==> src/hdl/vgpr_pkg.sv <==
package vgpr_pkg;

  localparam int NUM_LANES_DEF = 4;
  localparam int NUM_PORTS_DEF = 4;

  typedef logic [5:0]  vgpr_addr_t;
  typedef logic [31:0] vgpr_word_t;
  typedef logic [3:0]  lane_mask_t;
  typedef logic [3:0]  quad_en_t;   // bit k writes register addr+k
  typedef logic [3:0]  port_sel_t;
  typedef logic [3:0]  axi_addr_t;
  typedef logic [1:0]  axi_resp_t;

  typedef enum axi_resp_t
  {
    RESP_OKAY   = 2'b00,
    RESP_SLVERR = 2'b10
  } axi_resp_e;

  // register block byte offsets
  localparam axi_addr_t REG_PORT_EN  = 4'h0;
  localparam axi_addr_t REG_WR_COUNT = 4'h4;
  localparam axi_addr_t REG_DBG_ADDR = 4'h8;
  localparam axi_addr_t REG_DBG_DATA = 4'hC;

endpackage

==> src/hdl/vgpr_wr_arbiter.sv <==
`timescale 1ns/1ps

module vgpr_wr_arbiter
  import vgpr_pkg::*;
#(
  parameter int NUM_PORTS = NUM_PORTS_DEF
)
(
  input  logic      clk_i,
  input  logic      rst_n_i,
  input  port_sel_t req_i,
  input  port_sel_t port_en_i,
  output port_sel_t sel_o
);

  localparam int PTR_W = (NUM_PORTS > 1) ? $clog2(NUM_PORTS) : 1;

  typedef logic [PTR_W-1:0] ptr_t;

  port_sel_t req_act;
  ptr_t      ptr_q;
  ptr_t      gnt_idx;

  assign req_act = req_i & port_en_i; // a disabled port just waits here

  // first active request at or after the pointer wins
  always_comb
  begin
    int   cand;
    logic found;
    cand    = 0;
    found   = 1'b0;
    sel_o   = '0;
    gnt_idx = ptr_q;
    for (int i = 0; i < NUM_PORTS; i++)
    begin
      cand = int'(ptr_q) + i;
      if (cand >= NUM_PORTS)
        cand = cand - NUM_PORTS;
      if (!found && req_act[cand])
      begin
        sel_o[cand] = 1'b1;
        gnt_idx     = ptr_t'(cand);
        found       = 1'b1;
      end
    end
  end

  always_ff @(posedge clk_i or negedge rst_n_i)
  begin
    if (!rst_n_i)
      ptr_q <= '0;
    else if (|sel_o)
      ptr_q <= (gnt_idx == ptr_t'(NUM_PORTS - 1)) ? '0 : gnt_idx + ptr_t'(1);
  end

endmodule

==> config.mk <==
export PLATFORM = sky130hd
export DESIGN_NAME = vgpr_wr_arbiter
export DESIGN_NICKNAME = d
export VERILOG_FILES = /design/src/hdl/vgpr_pkg.sv /design/src/hdl/vgpr_wr_arbiter.sv
export SDC_FILE = /design/constraint.sdc
export NUM_CORES = 1
export LEC_CHECK = 0
export CAP_MARGIN = 5
export CORE_AREA = 2 2 39 41
export CTS_CLUSTER_SIZE = 14
export DETAILED_ROUTE_END_ITERATION = 6
export DIE_AREA = 0 0 41 43
export DONT_BUFFER_PORTS = 1
export GPL_TIMING_DRIVEN = 0
export PLACE_DENSITY = 0.62
export SYNTH_ARGS = -nofsm -noshare
export SYNTH_HDL_FRONTEND = slang
export SYNTH_SLANG_ARGS = --single-unit
==> constraint.sdc <==
create_clock -name clk_i -period 2.7 [get_ports clk_i]
set_input_delay 0.54 -clock clk_i [delete_from_list [all_inputs] [get_ports clk_i]]
set_output_delay 0.54 -clock clk_i [all_outputs]
set_load 0.01 [all_outputs]
-- Yosys cells after proc, flatten, opt, wreduce, memory -nomap -nowiden
Index checks and enable logic that the tools add are counted.
- equal/unequal tests: 1
- reduce and logical (&&, ||, !) cells: 11
- muxes and demuxes: 36
- $lt $le $gt $ge: 12
- bitwise operators: 4
- add/sub/neg operators: 8
- operators by type and width (cell ; number):
    $ge 32x1->1 const B ; 4
    $lt 32x4->1 const B ; 4
    $mux 32 ; 4
    $mux 4 ; 4
    $mux 1 ; 15
    $or 4x4->4 ; 3
    $sub 3x3->4 const B ; 3
    $mux 2 ; 5
    $ge 3x3->1 const B ; 3
    $bmux 1 s2 ; 4
    $demux 1 s2 ; 4
    $logic_and 1x1->1 ; 7
    $add 2x2->3 const B ; 2
    $and 4x4->4 ; 1
    $reduce_or 4->1 ; 1
    $sub 2x3->4 const B ; 1
    $add 2x1->3 const B ; 1
    $ge 2x3->1 const B ; 1
    $logic_not 1->1 ; 3
    $add 2x1->2 const B ; 1
    $eq 2x2->1 const B ; 1
- bits of input ports: 10
- register bits: 2
- word-level logic and storage cells: 73
- output and inout port bits: 4

-- Depth between registers and ports, before layout
- word-level depth: 17
- depth in mapped cells: 10

-- Least setup slack after synthesis
OpenSTA, ideal clock, no wires.
- path kind: register -> register
- from: reg ptr_q[0]
- to: reg ptr_q[1]
- stages on the path, launching flop included: 9
- buffers on the path: 1
- library setup time: 128 ps
- arrival time: 2506 ps
- period minus slack after synthesis: 2634 ps
- slack: 66 ps
- cell sequence: dfrtp_1 > buf_6 > inv_4 > ha_1 > mux4_2 > o21a_1 > a221o_1 > nor4_4 > mux2_1
- elaborated cells on any way between the ends: 71
- those cells by class: add/sub: 8; order compare: 12; eq/ne: 1; mux: 36; bitwise: 3; reduce/logical: 11
- RTL lines (element ; line ; text):
    from (decl) ; vgpr_wr_arbiter.sv:21 ; ptr_t ptr_q;
    from (signal assigned) ; vgpr_wr_arbiter.sv:54 ; ptr_q <= (gnt_idx == ptr_t'(NUM_PORTS - 1)) ? '0 : gnt_idx + ptr_t'(1);
    branches (longest 14 deep; another with $ge 32x1->1) ; n/a ;
    $mux 4 * ; vgpr_wr_arbiter.sv:40 ; if (!found && req_act[cand])
    named net sel_o[2] ; vgpr_wr_arbiter.sv:13 ; output port_sel_t sel_o
    $reduce_or 4->1 * ; vgpr_wr_arbiter.sv:53 ; else if (|sel_o)
Mark *: on every way through the listed nets, which the timed path passes. The select of a mux whose other input is x is not followed.
A chain may end at the register's enable or synchronous reset.

-- Final worst setup path
Ends and elaborated chain as after synthesis.

==> impl_results.md <==
- Vias in the first global route: between 400 and 500
- Buffers on Ports: 0
- Maximum vdd drop: 574.8 uV
- Reg2reg end: ptr_q[1]
- Main synth FF type: dfrtp_1
- Crit path depth: 7
- Longest Clk Path Bufs: 2
- Top-count cell post-synth: ha_1
- Row count: 14
- Die Y: about 43 microns
- Power Density: between 1500 and 2000 nW/um^2
- Reg2Reg Setup Slack: around 37 ps
- First drt pass iteration count: 4
- Crit path max-delay family: multiplexers
- Post-placement cell area: around 540 sq um
- Fin crit period: between 2000 and 3000 ps
- Worst Tran Pin Value: around 420 ps
- Wire per inst: 16.05 microns
- Largest net degree at the start of global routing: 11
- Finished Layout Cells: 86
- Final instance area: slightly below 700 sq um
- Post-synthesis cell type count: 25
- Total of max-cap violations: 0
- Gpl congestion: 0.7970
- DIE AREA: 1763 sq um
- Worst hold path class: input pin to asynchronous set/reset pin
- Most flop-heavy register: ptr_q
- Top cells by area, synth: ha_1, dfrtp_1, mux4_2
- Critical path launch point type: register
- Crit path buf inv count: 2
- Post-route ant nets: 0
- Largest area contributor in the netlist: ha_1
- Place WS: -320.2 ps
- First DRT Iteration DRCs: 11
- Critical path arrival: between 2000 and 3000 ps
- Setup TNS after final layout: 0 ps
- Post-Syn Area: 520.5 sq um
- Via density: ~6.2
- Status: complete, no violations
- Fillers: 132
- Worst Skew: approximately 3.6 ps
- P_leak: ~0.28 nW
- Final-report hold violation count: 0
- DRC viols: 0
- Post-synth EDFFs: 0
- Seq cells post-synth: 2
- Fraction of layout cells with a size suffix above 1: 0.3571
- CTS tree: built
- Core Region: about 1400 sq um
- Initial core utilization: 0.3761
- Gr usage total: 0.1645
- FF-to-FF path depth: 7
- Post-Place Cells: 75
- Final Max Slew Viols: 0
- I/O pin cnt: 14
- Largest registers: ptr_q (2)
- Global-route wire length before repair: 1952 microns
- Nets: 90
- Register area share after synthesis: 0.09615
- Slowest cell delay on critical path: between 500 and 600 ps
- Avg Cell Area, Syn: between 8 and 9 sq um
- Final Cycle Share: 0.9863
- Critical-path cell list: buf_8, inv_6, mux4_2, a22o_1, a221o_1, nor4_4, mux2_4
- Clock root buffer: clkbuf_4
- Ys async rst share: 1.000
- Top cells by count, synth: ha_1, nor2_1
- CTS H-tree lvls: 1
- Syn nets: 77
- Worst path required time: ~2800 ps
- Number of flip-flops under the largest register name: 2
- Total CTS buffers: 3
- Setup CP Type: register to register
- Initial antenna violation count: 0
- PnR worst setup slack: 36.95 ps
- Rel. slew slack: 0.7174
- Crit path max fanout: 8
- Mapped Cells: 59
- Slowest cell on the critical path: mux4_2
- Post-synth top area share: 0.1923
- Final setup violating endpoints: 0
- Crit. End Element: register
- Worst r2r src: ptr_q[0]
- Diode count: 0
- Vias: 529
- Clk Latency, worst-skew pair: approximately 230 ps
- Clock Pin Slew Worst Setup and Hold Paths: around 30 ps
- Yosys warning total: 0
- Total gr overflow: 0
- Detailed Route WL: 1380 microns
- CTS Sinks: 2
- RSZ-0062 raised after global routing: yes
- FMAX: 0.3755 GHz
- Area Growth Syn to Fin: 30.29%
- Die width: slightly above 40 microns
## cell families after synthesis
family / count (synthesis) / share of synthesized area
xor gates and xnor gates: 3 / 0.05049
DFF: 2 / 0.09616
adders and majority gates: 8 / 0.1923
buffers and inverters: 3 / 0.04086
AOI/OAI and AO/OA: 18 / 0.2740
and+or+nand+nor: 22 / 0.2380
muxes: 3 / 0.1082
## metrics by stage
step / power [mW] / utilization / hold slack [ps]
after floorplan: 0.6397 / - / 244.4
after global placement: 0.7339 / 0.3906 / 244.4
after detailed placement: 0.7405 / 0.3906 / 244.5
after CTS: 0.9144 / 0.4485 / 1.748
after global routing: 1.128 / 0.4901 / 3.767
final: 1.064 / 0.4901 / 5.666
## routing by layer
layer  part of all wire  up-vias  track usage
met5                  0        -            0
met4             0.0080        0       0.1200
met3              0.036        2            0
met2               0.52       15       0.2438
met1               0.43      259       0.2190
li1                   -      253            -
## report_power, final
part           leakage (nW)  internal (mW)  switching (mW)
combinational         0.240          0.457           0.465
clock                0.0138         0.0491          0.0186
sequential           0.0213         0.0546          0.0199
total                 0.275          0.561           0.503
## what timing repair did
action / in CTS / in global routing
cloned: 0 / 0
hold buffers: 0 / 0
setup buffers: 2 / 7
resized for setup: 11 / 4
endpoints found under the setup margin: 6 / 6
endpoints found under the hold margin: 0 / 0
pin swaps: 3 / 6
## final cells by class
type,count,area (sq um),area share
plain buffers,1,15.01,0.02214
multi-input cells,54,495.5,0.7306
inverters,2,12.51,0.01845
well taps,16,20.02,0.02952
clock buffers,3,22.52,0.03321
flip-flops and latches,2,52.55,0.07749
repair buffers,8,60.06,0.08856
## worst max-delay path by stage
stage | startpoint | to | slack, ps
2_1_floorplan | ptr_q[0] | ptr_q[1] | 70
3_3_place_gp | ptr_q[1] | sel_o[2] | -300
3_5_place_dp | ptr_q[1] | sel_o[2] | -320
4_1_cts | ptr_q[0] | ptr_q[1] | 0.2
5_1_grt | ptr_q[0] | sel_o[2] | -9
6_report | ptr_q[0] | ptr_q[1] | 40
## cell usage in the layout (no fill, tap or decap), drive strengths merged, types with 3 or more instances in the layout
cell type,instances
o21ai,3
clkbuf,3
nor2,7
nand2,4
a22o,4
ha,8
a221o,4
and2,4
buf,9
Note: power is estimated with default switching activity, not from simulation.
