--- config.mk ---
export PLATFORM = sky130hd
export DESIGN_NAME = vgpr_wr_port_mux
export DESIGN_NICKNAME = d
export VERILOG_FILES = /design/src/hdl/vgpr_pkg.sv /design/src/hdl/vgpr_wr_port_mux.sv
export SDC_FILE = /design/constraint.sdc
export NUM_CORES = 1
export LEC_CHECK = 0
export BUFFER_PORTS_ARGS = -buffer_cell sky130_fd_sc_hd__clkbuf_2
export CAP_MARGIN = 25
export CORE_AREA = 2 2 575 577
export DETAILED_ROUTE_END_ITERATION = 16
export DIE_AREA = 0 0 577 579
export PLACE_DENSITY_LB_ADDON = 0.12
export SETUP_SLACK_MARGIN = 0.3
export SLEW_MARGIN = 20
export SYNTH_ARGS = -nofsm -noshare
export SYNTH_HDL_FRONTEND = slang
export SYNTH_SLANG_ARGS = --single-unit
--- constraint.sdc ---
create_clock -name vclk -period 1.1
set_input_delay 0.165 -clock vclk [all_inputs]
set_output_delay 0.165 -clock vclk [all_outputs]
set_load 0.03 [all_outputs]
--- src/hdl/vgpr_pkg.sv ---
package vgpr_pkg;

  localparam int NUM_LANES_DEF = 4;
  localparam int NUM_PORTS_DEF = 4;

  typedef logic [5:0]  vgpr_addr_t;
  typedef logic [31:0] vgpr_word_t;
  typedef logic [3:0]  lane_mask_t;
  typedef logic [3:0]  quad_en_t;   // bit k writes register addr+k
  typedef logic [3:0]  port_sel_t;
  typedef logic [3:0]  axi_addr_t;
  typedef logic [1:0]  axi_resp_t;

  typedef enum axi_resp_t
  {
    RESP_OKAY   = 2'b00,
    RESP_SLVERR = 2'b10
  } axi_resp_e;

  // register block byte offsets
  localparam axi_addr_t REG_PORT_EN  = 4'h0;
  localparam axi_addr_t REG_WR_COUNT = 4'h4;
  localparam axi_addr_t REG_DBG_ADDR = 4'h8;
  localparam axi_addr_t REG_DBG_DATA = 4'hC;

endpackage

--- src/hdl/vgpr_wr_port_mux.sv ---
`timescale 1ns/1ps

module vgpr_wr_port_mux
  import vgpr_pkg::*;
#(
  parameter int NUM_LANES = NUM_LANES_DEF,
  parameter int NUM_PORTS = NUM_PORTS_DEF
)
(
  input  port_sel_t                    sel_i,
  input  quad_en_t                     port0_wr_en_i,
  input  lane_mask_t                   port0_wr_mask_i,
  input  vgpr_addr_t                   port0_wr_addr_i,
  input  vgpr_word_t [NUM_LANES-1:0]   port0_wr_data_i,
  input  quad_en_t                     port1_wr_en_i,
  input  lane_mask_t                   port1_wr_mask_i,
  input  vgpr_addr_t                   port1_wr_addr_i,
  input  vgpr_word_t [NUM_LANES-1:0]   port1_wr_data_i,
  input  quad_en_t                     port2_wr_en_i,
  input  lane_mask_t                   port2_wr_mask_i,
  input  vgpr_addr_t                   port2_wr_addr_i,
  input  vgpr_word_t [NUM_LANES-1:0]   port2_wr_data_i,
  input  quad_en_t                     port3_wr_en_i,
  input  lane_mask_t                   port3_wr_mask_i,
  input  vgpr_addr_t                   port3_wr_addr_i,
  input  vgpr_word_t [NUM_LANES*4-1:0] port3_wr_data_i,
  output quad_en_t                     muxed_wr_en_o,
  output lane_mask_t                   muxed_wr_mask_o,
  output vgpr_addr_t                   muxed_wr_addr_o,
  output vgpr_word_t [NUM_LANES*4-1:0] muxed_wr_data_o
);

  localparam int QUADS = $bits(quad_en_t);

  typedef vgpr_word_t [NUM_LANES-1:0]       narrow_data_t;
  typedef vgpr_word_t [NUM_LANES*QUADS-1:0] wide_data_t;

  // lane word goes to quad 0, the upper quads read as zero
  function automatic wide_data_t widen(input narrow_data_t narrow);
    wide_data_t wide;
    wide = '0;
    for (int l = 0; l < NUM_LANES; l++)
      wide[l*QUADS] = narrow[l];
    return wide;
  endfunction

  quad_en_t   en_arr   [NUM_PORTS];
  lane_mask_t mask_arr [NUM_PORTS];
  vgpr_addr_t addr_arr [NUM_PORTS];
  wide_data_t data_arr [NUM_PORTS];

  assign en_arr[0]   = port0_wr_en_i;
  assign en_arr[1]   = port1_wr_en_i;
  assign en_arr[2]   = port2_wr_en_i;
  assign en_arr[3]   = port3_wr_en_i;
  assign mask_arr[0] = port0_wr_mask_i;
  assign mask_arr[1] = port1_wr_mask_i;
  assign mask_arr[2] = port2_wr_mask_i;
  assign mask_arr[3] = port3_wr_mask_i;
  assign addr_arr[0] = port0_wr_addr_i;
  assign addr_arr[1] = port1_wr_addr_i;
  assign addr_arr[2] = port2_wr_addr_i;
  assign addr_arr[3] = port3_wr_addr_i;
  assign data_arr[0] = widen(port0_wr_data_i);
  assign data_arr[1] = widen(port1_wr_data_i);
  assign data_arr[2] = widen(port2_wr_data_i);
  assign data_arr[3] = port3_wr_data_i;    // load port is already wide

  // and-or select, an empty select leaves everything at zero
  always_comb
  begin
    muxed_wr_en_o   = '0;
    muxed_wr_mask_o = '0;
    muxed_wr_addr_o = '0;
    muxed_wr_data_o = '0;
    for (int k = 0; k < NUM_PORTS; k++)
    begin
      if (sel_i[k])
      begin
        muxed_wr_en_o   = muxed_wr_en_o | en_arr[k];
        muxed_wr_mask_o = muxed_wr_mask_o | mask_arr[k];
        muxed_wr_addr_o = muxed_wr_addr_o | addr_arr[k];
        muxed_wr_data_o = muxed_wr_data_o | data_arr[k];
      end
    end
  end

endmodule

# After elaboration in Yosys (flattened, before gate mapping)
# Cells that the tools add are included.
dict set report op_classes {
  n_bitwise 12
  mux 16
}
# operator n
set ops {}
lappend ops {{$mux W512} 2}
lappend ops {{$mux W416} 2}
lappend ops {{$or A512 B416 Y512} 1}
lappend ops {{$or A512 B512 Y512} 1}
lappend ops {{$or A416 B416 Y416} 1}
lappend ops {{$mux W4} 8}
lappend ops {{$mux W6} 4}
lappend ops {{$or A4 B4 Y4} 6}
lappend ops {{$or A6 B6 Y6} 3}
dict set report word_totals {
  out_inout_bits 526
  reg_bits 0
}

# Depth between registers and ports, before layout
dict set report logic_depth {
  word_depth 7
  mapped_depth 5
  mapped_depth_nobuf 2
}

# Worst setup path before layout
# OpenSTA, ideal clock, no wires.
dict set report synth_timing {
  kind {input port to output port}
  startpoint {in sel_i[0]}
  endpoint {out muxed_wr_addr_o[1]}
  arrival_time_ns 0.951
  setup_slack_ns -0.016
  t_required_ns 0.935
  cell_stages 5
  path_cell_list {buf_2 > buf_6 > buf_2 > a22oi_1 > nand2_1}
}
dict set report synth_between {
  elab_chain_len 7
}
# element line_no
set synth_rtl {}
lappend synth_rtl {{start: declaration} vgpr_wr_port_mux.sv:10} ;# input port_sel_t sel_i,
lappend synth_rtl {{$mux W6 *} vgpr_wr_port_mux.sv:78} ;# if (sel_i[k])
lappend synth_rtl {{$or A6 B6 Y6} vgpr_wr_port_mux.sv:82} ;# muxed_wr_addr_o = muxed_wr_addr_o | addr_arr[k];
lappend synth_rtl {{$mux W6 *} vgpr_wr_port_mux.sv:78}
lappend synth_rtl {{$or A6 B6 Y6} vgpr_wr_port_mux.sv:82}
lappend synth_rtl {{$mux W6 *} vgpr_wr_port_mux.sv:78}
lappend synth_rtl {{$or A6 B6 Y6} vgpr_wr_port_mux.sv:82}
lappend synth_rtl {{$mux W6 *} vgpr_wr_port_mux.sv:78}
lappend synth_rtl {{end: declaration} vgpr_wr_port_mux.sv:29} ;# output vgpr_addr_t muxed_wr_addr_o,
# Every way passes the cells marked *; elsewhere a longest branch is shown, timed or not.

==> out/results.txt <==
First-pass DRT Iterations = 5
Status = finished with violations
Die Span X = 577 um
Placed Area = 22690 um^2
Most used cell, CP = buf_12
Crit path max fanout = 7
Pin count of the biggest net entering global routing = 56
Max frequency = 0.5904 GHz
Slowest stage delay, CP = 0.27 ns
Die height = 579 um
1st-iter DRT viols = 731
Row count = 211
Core area = 328700 um^2
Syn avg cell area = 6.447 um^2
FFs & Latches = 0
Cell count after synthesis = 916
Detailed Place HPWL = 193100 um
# nets final = 3503
Max-cap violations = 0
Fill cell count = 38.65k
Overflow after GRT = 0
Synthesized cell area = 5906 um^2
Fin. max-slew vios = 0
Hold buffer count at CTS = 0
Final instance area = 27790 um^2
RSZ-0062 raised after global routing = true
First-pass GRT wire length = 237800 um
Initial antenna violation count = 244
Crit path required time = 0.94 ns
Static Leak = 11.98 nW
DR vias/cell = 2.228
Layout cell share with drive strength beyond 1 = 87.86%
Area Growth Syn to Fin = 370.5%
Sequential area share after synthesis = 0%
Most common cell after layout, fill and taps aside = clkbuf_2
Initial Util = 1.797%
Util after Layout = 8.454%
Multi-input gate area = 6843 um^2
Worst hold path type = in -> out
Worst slew margin = 60.19%
Routed Antenna Nets = 0
Most frequent cells in the layout = 1029 x clkbuf_2, 231 x buf_6, 200 x and2_1
Crit path time final = 1.694 ns
Final hold vios = 0
Critical path class = in -> out
# DRC = 0
Die area = 334100 um^2
WL/cell = 30.25 um
Yosys cell types = 9
Final Wtd Congestion = 0.9709
Failing checks = setup timing
CLK BUF = 0
VDD IR max = 0.0001744 V
Number of global-route vias before repair = 15.34k
Slew @ Worst Pin = 0.5971 ns
Pwr Density = 502.1 nW/um^2
Period utilisation layout = 154.0%
Vias after detailed routing = 15.57k
Total Routing Usage GR = 11.68%
Port Buffers = 1482
Place WS = -0.7765 ns
Routed WL = 211400 um
Crit path max-delay cell type = a22oi_2
Final setup violation count = 526
Fin Hold WS = 0.6426 ns
Crit path cell chain = buf_12 -> buf_4 -> buf_12 -> buf_16 -> buf_12 -> a22oi_2 -> nand2_2 -> buf_8
I/O pin total = 1482
Crit end category = output pin
Yosys warning total = 0
Syn_nets = 1872
Critical Path Source Type = input port
Register area = 0 um^2
Arrival time worst endpoint = 1.53 ns
Setup ws final = -0.5939 ns
## worst max-delay path, delay by kind of cell
kind	cells	cell delay (ns)
buffers and inverters	6	0.89
and+or+nand+nor	1	0.11
AOI/OAI and AO/OA	1	0.27
## power by group
group | total (mW) | switching (mW) | internal, mW
logic | 14.0 | 7.51 | 6.45
registers | 0 | 0 | 0
clock network | 0.00000945 | 0 | 0.00000945
## logic make-up (layout without fill, tap and decap cells)
group           after synthesis  count (layout)  synth area share [%]
simple gates                526             526                 49.70
other cells                   0              77                     0
compound gates              284             284                 39.49
buf+inv                     106            1735                 10.81
## metrics by stage
step                       TNS (ns)  std cells  total power [mW]
final                       -201.20       6988             13.95
after global routing        -219.66       6967             14.66
after CTS                   -226.86       6860             12.73
after detailed placement    -172.17       6816             11.58
after global placement      -171.67       6816             11.70
after floorplan           -0.002857        916             4.719
## repair_timing
action | CTS | global route
setup buffers | 31 | 29
gates resized for setup | 377 | 1070
pin swaps | 45 | 79
endpoints found under the setup margin | 526 | 526
gates cloned | 13 | 22
## routing by layer
metal / wire length [um] / vias to the layer above / global-route usage, %
met5: 718 / - / 0
met4: 10800 / 104 / 4.849
met3: 24690 / 468 / 5.813
met2: 109500 / 1321 / 21.81
met1: 65680 / 7075 / 10.65
li1: - / 6601 / -
## cell usage after synthesis
cell      number  share of area [%]
and2_1       384                 41
clkbuf_1      16                1.0
buf_2         39                3.3
buf_6         20                3.8
nand2_1      142                9.0
buf_4          1               0.13
clkbuf_2      30                2.5
a22oi_1      244                 31
a22oi_2       40                8.5
## cell type report
class	count	share of cell area (%)
Multi-Input combinational cell	810	24.63
Timing Repair Buffer	1735	55.02
Antenna cell	77	0.6934
Tap cell	4366	19.66
## path summary, 6_finish.rpt
check	start	end	slack (ns)	depth (start not counted)
max	sel_i[3]	muxed_wr_data_o[266]	-0.59	8
min	port3_wr_data_i[276]	muxed_wr_data_o[276]	0.64	4
(Power assumes the default switching activity.)
