`config.mk`:
```
export PLATFORM = sky130hd
export DESIGN_NAME = vgpr_csr
export DESIGN_NICKNAME = d
export VERILOG_FILES = /design/src/hdl/vgpr_pkg.sv /design/src/hdl/vgpr_csr.sv
export SDC_FILE = /design/constraint.sdc
export NUM_CORES = 1
export LEC_CHECK = 0
export BUFFER_PORTS_ARGS = -buffer_cell sky130_fd_sc_hd__buf_2
export CORE_ASPECT_RATIO = 0.9
export CORE_MARGIN = 3
export CORE_UTILIZATION = 54
export CTS_CLUSTER_SIZE = 25
export DETAILED_ROUTE_END_ITERATION = 6
export PLACE_DENSITY = 0.92
export SYNTH_ARGS = -nofsm -noshare
export SYNTH_HDL_FRONTEND = slang
export SYNTH_SLANG_ARGS = --single-unit
```
`constraint.sdc`:
```
create_clock -name clk_i -period 5.4 [get_ports clk_i]
set_clock_uncertainty 0.05 [all_clocks]
set_input_delay 1.08 -clock clk_i [delete_from_list [all_inputs] [get_ports clk_i]]
set_output_delay 1.08 -clock clk_i [all_outputs]
set_load 0.03 [all_outputs]
```
`src/hdl/vgpr_pkg.sv`:
```
package vgpr_pkg;

  localparam int NUM_LANES_DEF = 4;
  localparam int NUM_PORTS_DEF = 4;

  typedef logic [5:0]  vgpr_addr_t;
  typedef logic [31:0] vgpr_word_t;
  typedef logic [3:0]  lane_mask_t;
  typedef logic [3:0]  quad_en_t;   // bit k writes register addr+k
  typedef logic [3:0]  port_sel_t;
  typedef logic [3:0]  axi_addr_t;
  typedef logic [1:0]  axi_resp_t;

  typedef enum axi_resp_t
  {
    RESP_OKAY   = 2'b00,
    RESP_SLVERR = 2'b10
  } axi_resp_e;

  // register block byte offsets
  localparam axi_addr_t REG_PORT_EN  = 4'h0;
  localparam axi_addr_t REG_WR_COUNT = 4'h4;
  localparam axi_addr_t REG_DBG_ADDR = 4'h8;
  localparam axi_addr_t REG_DBG_DATA = 4'hC;

endpackage

```
`src/hdl/vgpr_csr.sv`:
```
`timescale 1ns/1ps

module vgpr_csr
  import vgpr_pkg::*;
(
  input  logic        clk_i,
  input  logic        rst_n_i,
  input  axi_addr_t   s_axi_awaddr_i,
  input  logic        s_axi_awvalid_i,
  output logic        s_axi_awready_o,
  input  logic [31:0] s_axi_wdata_i,
  input  logic [3:0]  s_axi_wstrb_i,
  input  logic        s_axi_wvalid_i,
  output logic        s_axi_wready_o,
  output axi_resp_t   s_axi_bresp_o,
  output logic        s_axi_bvalid_o,
  input  logic        s_axi_bready_i,
  input  axi_addr_t   s_axi_araddr_i,
  input  logic        s_axi_arvalid_i,
  output logic        s_axi_arready_o,
  output logic [31:0] s_axi_rdata_o,
  output axi_resp_t   s_axi_rresp_o,
  output logic        s_axi_rvalid_o,
  input  logic        s_axi_rready_i,
  input  logic        wr_commit_i,
  output port_sel_t   port_en_o,
  output vgpr_addr_t  dbg_addr_o,
  output logic [1:0]  dbg_lane_o,
  input  vgpr_word_t  dbg_data_i
);

  typedef enum logic {WR_IDLE, WR_RESP} wr_state_e;
  typedef enum logic [1:0] {RD_IDLE, RD_WAIT, RD_RESP} rd_state_e;

  wr_state_e   wr_state_q;
  rd_state_e   rd_state_q;
  logic        aw_accept_q;  // drives awready and wready together
  logic        ar_accept_q;
  logic        wr_fire;
  logic        rd_fire;
  axi_resp_e   wr_resp;
  axi_resp_e   rd_resp;
  logic [31:0] rd_word;
  axi_addr_t   rd_addr_q;
  axi_resp_e   bresp_q;
  axi_resp_e   rresp_q;
  logic [31:0] rdata_q;
  port_sel_t   port_en_q;
  logic [31:0] wr_count_q;
  vgpr_addr_t  dbg_addr_q;
  logic [1:0]  dbg_lane_q;

  // ~~~~~~~~~~~~~~~~~~~~~~~~~ write channel ~~~~~~~~~~~~~~~~~~~~~~~~~

  assign wr_fire = aw_accept_q && s_axi_awvalid_i && s_axi_wvalid_i;

  // DBG_DATA is read only, so only three offsets take a write
  assign wr_resp = (s_axi_awaddr_i == REG_PORT_EN  ||
                    s_axi_awaddr_i == REG_WR_COUNT ||
                    s_axi_awaddr_i == REG_DBG_ADDR) ? RESP_OKAY : RESP_SLVERR;

  always_ff @(posedge clk_i or negedge rst_n_i)
  begin
    if (!rst_n_i)
    begin
      wr_state_q  <= WR_IDLE;
      aw_accept_q <= 1'b0;
    end
    else
    begin
      aw_accept_q <= (wr_state_q == WR_IDLE) && s_axi_awvalid_i && s_axi_wvalid_i &&
                     !aw_accept_q;
      case (wr_state_q)
        WR_IDLE: if (wr_fire) wr_state_q <= WR_RESP;
        WR_RESP: if (s_axi_bready_i) wr_state_q <= WR_IDLE;
        default: wr_state_q <= WR_IDLE;
      endcase
    end
  end

  always_ff @(posedge clk_i or negedge rst_n_i)
  begin
    if (!rst_n_i)
    begin
      port_en_q  <= '1;   // all ports enabled out of reset
      wr_count_q <= '0;
      dbg_addr_q <= '0;
      dbg_lane_q <= '0;
    end
    else
    begin
      if (wr_commit_i)
        wr_count_q <= wr_count_q + 32'd1;
      if (wr_fire)
      begin
        case (s_axi_awaddr_i)
          REG_PORT_EN:  if (s_axi_wstrb_i[0]) port_en_q <= s_axi_wdata_i[3:0];
          REG_WR_COUNT: wr_count_q <= '0;  // the data is ignored, clear wins over a commit
          REG_DBG_ADDR:
          begin
            if (s_axi_wstrb_i[0])
              dbg_addr_q <= s_axi_wdata_i[5:0];
            if (s_axi_wstrb_i[1])
              dbg_lane_q <= s_axi_wdata_i[9:8];
          end
          default: ;
        endcase
      end
    end
  end

  always_ff @(posedge clk_i)
  begin
    if (wr_fire)
      bresp_q <= wr_resp;
  end

  // ~~~~~~~~~~~~~~~~~~~~~~~~~ read channel ~~~~~~~~~~~~~~~~~~~~~~~~~~

  assign rd_fire = ar_accept_q && s_axi_arvalid_i;

  always_comb
  begin
    rd_word = '0;
    rd_resp = RESP_OKAY;
    case (rd_addr_q)
      REG_PORT_EN:  rd_word = {28'd0, port_en_q};
      REG_WR_COUNT: rd_word = wr_count_q;
      REG_DBG_ADDR: rd_word = {22'd0, dbg_lane_q, 2'd0, dbg_addr_q};
      REG_DBG_DATA: rd_word = dbg_data_i;
      default:      rd_resp = RESP_SLVERR;
    endcase
  end

  always_ff @(posedge clk_i or negedge rst_n_i)
  begin
    if (!rst_n_i)
    begin
      rd_state_q  <= RD_IDLE;
      ar_accept_q <= 1'b0;
    end
    else
    begin
      ar_accept_q <= (rd_state_q == RD_IDLE) && s_axi_arvalid_i && !ar_accept_q;
      case (rd_state_q)
        RD_IDLE: if (rd_fire) rd_state_q <= RD_WAIT;
        RD_WAIT: rd_state_q <= RD_RESP;  // bank word settles during this cycle
        RD_RESP: if (s_axi_rready_i) rd_state_q <= RD_IDLE;
        default: rd_state_q <= RD_IDLE;
      endcase
    end
  end

  always_ff @(posedge clk_i)
  begin
    if (rd_fire)
      rd_addr_q <= s_axi_araddr_i;
    if (rd_state_q == RD_WAIT)
    begin
      rdata_q <= rd_word;
      rresp_q <= rd_resp;
    end
  end

  assign s_axi_awready_o = aw_accept_q;
  assign s_axi_wready_o  = aw_accept_q;
  assign s_axi_bvalid_o  = (wr_state_q == WR_RESP);
  assign s_axi_bresp_o   = bresp_q;
  assign s_axi_arready_o = ar_accept_q;
  assign s_axi_rvalid_o  = (rd_state_q == RD_RESP);
  assign s_axi_rdata_o   = rdata_q;
  assign s_axi_rresp_o   = rresp_q;

  assign port_en_o  = port_en_q;
  assign dbg_addr_o = dbg_addr_q;
  assign dbg_lane_o = dbg_lane_q;

endmodule

```
After elaboration in Yosys (flattened, before gate mapping)
Index checks and enable logic that the tools add are counted.
{ "op_classes": {"n_addsub": 1, "mul": 0, "n_div": 0, "order_cmp": 0, "n_eq_ne": 9, "shifts": 0, "mux": 12, "bitwise_logic": 1, "n_reduce_logical": 20} }
{ "ops": {"columns": ["operator", "count"], "rows": [
  ["32-bit case mux with 4 select lines", 1],
  ["32-bit 2-to-1 mux", 3],
  ["32-bit by 1-bit adder with 32-bit output (second input constant)", 1],
  ["4-bit == test (second input constant)", 3],
  ["3-bit AND reduction", 3],
  ["4-bit by 3-bit == test with 1-bit output (second input constant)", 2],
  ["1-bit logical AND", 8],
  ["4-bit zero test", 2],
  ["2-bit 2-to-1 mux", 4],
  ["2-bit case mux with 3 select lines", 1],
  ["4-bit OR reduction", 1],
  ["2-bit by 1-bit == test with 1-bit output (second input constant)", 1],
  ["2-bit == test (second input constant)", 1],
  ["1-bit zero test", 2],
  ["2-bit zero test", 1],
  ["1-bit logical OR", 2],
  ["1-bit 2-to-1 mux", 2],
  ["2-bit by 1-bit != test with 1-bit output (second input constant)", 1],
  ["2-bit != test (second input constant)", 1],
  ["1-bit case mux with 2 select lines", 1],
  ["2-bit AND reduction", 1],
  ["1-bit inverter", 1]
]} }
{ "totals": {"register_bits": 89, "latchBits": 0, "ram_bits": 0, "mem_bits_ro": 0, "inputBits": 84, "out_inout_bits": 53, "word_cells": 55, "memories": 0} }

Longest topological paths before layout
Gate-level depths: netlist of the first run.
{ "logic_depth": {"depth_word": 4, "depth_mapped": 7, "mapped_depth_nobuf": 5} }

Least setup slack after synthesis of the first run
OpenSTA, ideal clock, no wires.
{ "synth_timing": {"kind": "input port to flip-flop", "from": "input wr_commit_i", "to": "register wr_count_q[16]", "setup_ns": 0.078, "arrival_time_ns": 2.458, "t_required_ns": 5.272, "slack_ns": 2.814, "cell_stages": 7, "path_buffers": 3, "path_cell_list": "buf_4 > nand3_1 > or3_1 > clkbuf_1 > buf_2 > or3_1 > a21oi_1"} }
{ "synth_via": {"elab_chain_cells": 3} }
{ "synth_lines": {"columns": ["item", "line_no", "source"], "rows": [
  ["from (decl)", "vgpr_csr.sv:25", "input logic wr_commit_i,"],
  ["32-bit 2-to-1 mux (*)", "vgpr_csr.sv:92", "if (wr_commit_i)"],
  ["32-bit 2-to-1 mux", "vgpr_csr.sv:96", "case (s_axi_awaddr_i)"],
  ["32-bit 2-to-1 mux (*)", "vgpr_csr.sv:94", "if (wr_fire)"],
  ["to (signal assigned)", "vgpr_csr.sv:93", "wr_count_q <= wr_count_q + 32'd1;"],
  ["to (decl)", "vgpr_csr.sv:49", "logic [31:0] wr_count_q;"]
]} }
Every way passes the cells marked *; elsewhere a longest branch is shown, timed or not.
A chain may end at the register's enable or synchronous reset.

Worst setup path in the final report of the first run
{ "layout_timing": {"from": "input wr_commit_i", "to": "register wr_count_q[26]"} }
Same word-level chain as after synthesis.

==> metrics, run 1 <==
Final WS setup=2.69 ns; hold depth=1; Avg WL per Cell=17.9 um; setup TNS=0 ns; post-synthesis instance total=326; initial drt markers=391; crit path launch type=primary input; post-CTS setup buffer count=0; Slowest cell on crit path=or3_1; global route overflow=0; critical path fanouts, max=17; H-tree depth=3; power per cell area=327 nW/um2; Max Fclk=369 MHz; post-route ant nets=0; number of max-cap violations=0; delay of the slowest critical-path stage=0.66 ns; Post-Synth Adder-Cell Area=0.310%; mux share of post-synthesis cell area=7.44%; Final Hold Fails=0; non-filler cells, final=525; Seq cells post-synth=87; CTS tree=yes; Rows=29; WP data required=5.63 ns; drt total wl=9420 um; largest net degree at the start of global routing=50; Clk Tree Root Cell=clkbuf_8; CP Class=in2reg; DP Cell Count=509; IO Count=137; Reg2Reg Setup Slack=2.89 ns; leading post-synthesis cells by cell area=edfxtp_1 28%, dfrtp_1 28%, a22o_1 5.0%; Avg Inst Size Synth=12.4 um2; port bufs=108; most common library cells after synthesis=45 x dfrtp_1, 38 x edfxtp_1, 23 x a22o_1; simple-gate portion of the synthesized area=15.7%; DRC=0; clk sinks=87; Synth Cell Area=4040 um2; Clock Latency Late Sink=0.36 ns; Worst path depth=5; Reg clk slew, reported paths=0.09 ns; die area=8550 um2; hold buffers post-CTS=0; drt first pass iters=5; Seq/Total Area, Yosys=58.8%; r2r worst-path depth=5; worst hold start=s_axi_arready_o; Global Route Usage Sum=22.2%; Die Wd=97.1 um; HP Class=reg2reg; min Tclk post-route=2.71 ns; R2R Path Start=wr_count_q[0]; vias in the first global route=3027; Slew Limit Fails=0; Vias=3169; Worst Path Arrival=2.94 ns; Critical Path End Type=flip-flop; unrepaired setup endpoints after global routing=false; largest family of logic cells by synthesized area=simple AND/OR/NAND/NOR gates; CTS-repair resized insts=0; Max VDD drop=192 uV; CP startpoint=wr_commit_i; most common cell in the synthesized netlist=dfrtp_1; clk buf depth=2; crit-path cells=buf_2 > nand3_1 > or3_1 > or4_1 > a21oi_1; clock buffer count from CTS=9; cell taking the most area after synthesis=edfxtp_1; first-pass GRT wire length=15000 um; number of flops mapped to enable cells by yosys=38; Post-DP HPWL=6640 um; Core Util, Final=67.2%; Die H=88.0 um; Avg Vias per Cell=6.04; Fillers=508; antenna violations before repair=0; RePlAce Congestion=0.796; Synth top area share=28.3%; Leak=2.06 nW; placeable core area=7150 um2; FFs w/ async S/R, synth=56.3%; Max-slew headroom=27.1%; Worst Hold Slack=0.420 ns; post-synthesis compound-gate area fraction=11.9%; share of cells above drive strength 1=36.1%; Buf/Inv on CP=1; Nets=512; status=completed; Yosys warnings=0; crit-path leading delay family=simple AND/OR/NAND/NOR gates; Syn-to-layout area delta=19.0%; Post-Synth XOR/XNOR Area=2.39%; Synth Flop Type=dfrtp_1; Synth cell types=45; dpl ws=2.40 ns; diode count=0; Final setup viols=0; slew at the pin closest to its max-slew limit=1.09 ns; fin crit share=50.2%; Starting Density=56.5%
==> worst register-to-register path: stages (launching register included) <==
cell and delay [ns]:
dfrtp_1 0.46, ha_1 0.25, nand3_1 0.25, or3_1 0.66, or4_1 0.55, a21oi_1 0.21
==> registers in the layout, summed over array words and instances (netlist names) <==
name / count
s_axi_rdata_o: 32
wr_count_q: 32
dbg_addr_o: 6
port_en_o: 4
rd_addr_q: 4
dbg_lane_o: 2
rd_state_q: 2
s_axi_arready_o: 1
s_axi_awready_o: 1
s_axi_bresp_o: 1
s_axi_bvalid_o: 1
s_axi_rresp_o: 1
==> cell usage in the layout (no fill, tap or decap), types with 6 or more instances in the layout <==
cell / n
nand4_1: 9
or3_1: 6
xnor2_1: 8
dfrtp_1: 45
buf_2: 108
clkbuf_8: 9
o31ai_1: 12
edfxtp_1: 38
nand3_1: 10
a22o_1: 23
inv_1: 7
nand2_1: 15
nor4_1: 7
and2_1: 6
or4_1: 13
nor2_1: 18
a21oi_1: 18
mux2_2: 16
==> final timing paths <==
path	end
worst max-delay path	wr_count_q[26]
worst min-delay path	s_axi_arready_o
worst max register to register	wr_count_q[26]
worst min register to register	s_axi_arready_o
max in group asynchronous	s_axi_bvalid_o
min in group asynchronous	s_axi_arready_o
==> per-layer routing <==
metal,track usage (%),part of all wire (%)
met1,28.6,40
met2,36.7,50
met3,5.33,7.5
met4,8.93,2.3
met5,0,0
==> layout make-up <==
| class | count | area [um2] | share of cell area, % |
|---|---|---|---|
| Multi-Input combinational cell | 212 | 1530 | 31.9 |
| Inverter | 7 | 26.3 | 0.547 |
| Clock buffer | 9 | 124 | 2.58 |
| Sequential cell | 87 | 2370 | 49.4 |
| Tap cell | 93 | 116 | 2.42 |
| Clock inverter | 7 | 77.6 | 1.62 |
| Timing Repair Buffer | 110 | 556 | 11.6 |
==> where the power goes <==
group | leakage [nW] | internal [mW] | switching [mW]
registers | 1.01 | 0.769 | 0.0635
logic | 0.951 | 0.0962 | 0.182
clock network | 0.0958 | 0.218 | 0.241
==> through the flow <==
step           cell area [um2]  power (mW)
2_1_floorplan             4040        1.02
3_3_place_gp              4600        1.11
3_5_place_dp              4600        1.12
4_1_cts                   4800        1.57
5_1_grt                   4800        1.64
6_report                  4800        1.57
==> cell families after synthesis <==
family                   Yosys count
AND/OR/NAND/NOR                  108
multiplexers                      23
flip-flops                        87
AO/OA/AOI/OAI                     67
XOR/XNOR                          11
buffers and inverters             28
adder cells (fa/ha/maj)            1
other                              1
No activity file was read; power rests on OpenSTA's default activity.
==> run 2, diff against run 1 <==
CORE_UTILIZATION = 50   (was 54)
PLACE_DENSITY = 0.87   (was 0.92)
clock period = 2.71 ns   (was 5.4 ns; I/O delays follow)
==> run 2 against run 1 <==
Net effect:
- global-route usage decreased by 1.6 points
- non-clock buffer count up 2
- utilization down 3.9 points
- critical path type is now reg2reg
==> metrics, run 2 (synthesis gave the netlist of run 1 again) <==
Max VDD drop=392 uV (was 192 uV); Final setup viols=0 (unchanged); drt total wl=9020 um (was 9420 um); Post-DP HPWL=6380 um (was 6640 um); Critical Path End Type=flip-flop (unchanged); Core Util, Final=63.3% (was 67.2%); RePlAce Congestion=0.829 (was 0.796); DRC=0 (unchanged); Die H=91.2 um (was 88.0 um); DP Cell Count=514 (was 509); non-filler cells, final=530 (was 525); Clk Tree Root Cell=clkbuf_8 (unchanged); clock buffer count from CTS=9 (unchanged); Reg clk slew, reported paths=0.09 ns (about the same); critical path fanouts, max=17 (unchanged); Reg-to-Reg End=wr_count_q[22] (was wr_count_q[26]); R2R Path Start=wr_count_q[0] (unchanged); vias in the first global route=3056 (was 3027); CP startpoint=wr_count_q[0] (was wr_commit_i); power per cell area=681 nW/um2 (was 327 nW/um2); Starting Density=52.4% (was 56.5%); commonest cells after routing, fill and taps aside=108 x buf_2, 45 x dfrtp_1, 38 x edfxtp_1, 23 x a22o_1 (unchanged); Leak=2.09 nW (was 2.06 nW); post-CTS setup buffer count=0 (unchanged); Worst Path Arrival=2.62 ns (was 2.94 ns); unrepaired setup endpoints after global routing=false (unchanged); CP endpoint=wr_count_q[22] (was wr_count_q[26]); Nets=514 (was 512); CTS tree=yes (unchanged); Rows=30 (was 29); HP Class=in2async (was reg2reg); crit path launch type=flip-flop (was primary input); antenna violations before repair=0 (unchanged); die area=9190 um2 (was 8550 um2); dpl ws=0.311 ns (was 2.40 ns); Final WS setup=0.326 ns (was 2.69 ns); clk buf depth=2 (unchanged); Slew Limit Fails=0 (unchanged); Clock Latency Late Sink=0.36 ns (about the same); CTS-repair resized insts=0 (unchanged); setup TNS=0 ns (unchanged); hold buffers post-CTS=0 (unchanged); port bufs=108 (unchanged); Avg WL per Cell=17.0 um (was 17.9 um); Global Route Usage Sum=20.5% (was 22.2%); IO Count=137 (unchanged); status=completed (unchanged); multi-input logic area=1540 um2 (was 1530 um2); clk sinks=87 (unchanged); drt first pass iters=4 (was 5); Vias=3059 (was 3169); WP data required=2.94 ns (was 5.63 ns); Max Fclk=420 MHz; CP Class=reg2reg (was in2reg); Die Wd=101 um (was 97.1 um); r2r worst-path depth=5 (unchanged); Reg area=2370 um2 (unchanged); Reg2Reg Setup Slack=0.33 ns (was 2.89 ns); most common cell after layout, fill and taps aside=buf_2 (unchanged); Fillers=571 (was 508); global route overflow=0 (unchanged); H-tree depth=3 (unchanged); placeable core area=7690 um2 (was 7150 um2); diode count=0 (unchanged); Avg Vias per Cell=5.77 (was 6.04); number of max-cap violations=0 (unchanged); Syn-to-layout area delta=20.7% (was 19.0%); share of cells above drive strength 1=36.4% (was 36.1%); fin crit share=88.0%; min Tclk post-route=2.38 ns; Max-slew headroom=35.1% (was 27.1%); post-route ant nets=0 (unchanged); first-pass GRT wire length=14900 um (was 15000 um); initial drt markers=211 (was 391); Final Hold Fails=0 (unchanged); slew at the pin closest to its max-slew limit=0.972 ns (was 1.09 ns); largest net degree at the start of global routing=35 (was 50)
## run 2: critical path, stage by stage, from the launching register on
cell     delay [ns]
dfrtp_1        0.47
ha_1           0.23
nand3_1        0.22
or3_1          0.63
or4_1          0.54
a21oi_1        0.16
## run 2: routing by layer
metal	wire [um]	GRT usage [%]	share of wire, %
met5	0	0	0
met4	163	6.06	1.8
met2	4410	32.1	49
met1	3760	28.1	42
met3	680	5.61	7.5
## run 2: through the flow
stage                     instance area, um2  power (mW)  hold slack, ns
after floorplan                         4040        2.03           0.196
after global placement                  4630        2.21           0.387
after detailed placement                4630        2.24           0.399
after CTS                               4870        3.34           0.149
after global routing                    4870        3.46           0.167
final                                   4870        3.32           0.125
## run 2: cell type report
type / instances / area share [%]
flip-flops and latches: 87 / 48.7
multi-input cells: 212 / 31.6
repair buffers: 112 / 11.7
clock buffers: 10 / 2.62
well taps: 96 / 2.47
clock inverters: 6 / 2.36
inverters: 7 / 0.540
## run 2: worst min-delay path by stage
stage                          startpoint              end  slack [ns]  cells after the start
final                             rst_n_i  s_axi_arready_o        0.13                      1
after global routing              rst_n_i  s_axi_arready_o        0.17                      1
after CTS                         rst_n_i  s_axi_arready_o        0.15                      1
after detailed placement  s_axi_arready_o  s_axi_arready_o        0.40                      1
after global placement    s_axi_arready_o  s_axi_arready_o        0.39                      1
after floorplan                   rst_n_i    dbg_addr_o[0]        0.20                      0
## run 2: where the power goes
| group | internal, mW | switching [mW] |
|---|---|---|
| Clock | 0.619 | 0.478 |
| Sequential | 1.53 | 0.128 |
| Combinational | 0.193 | 0.364 |
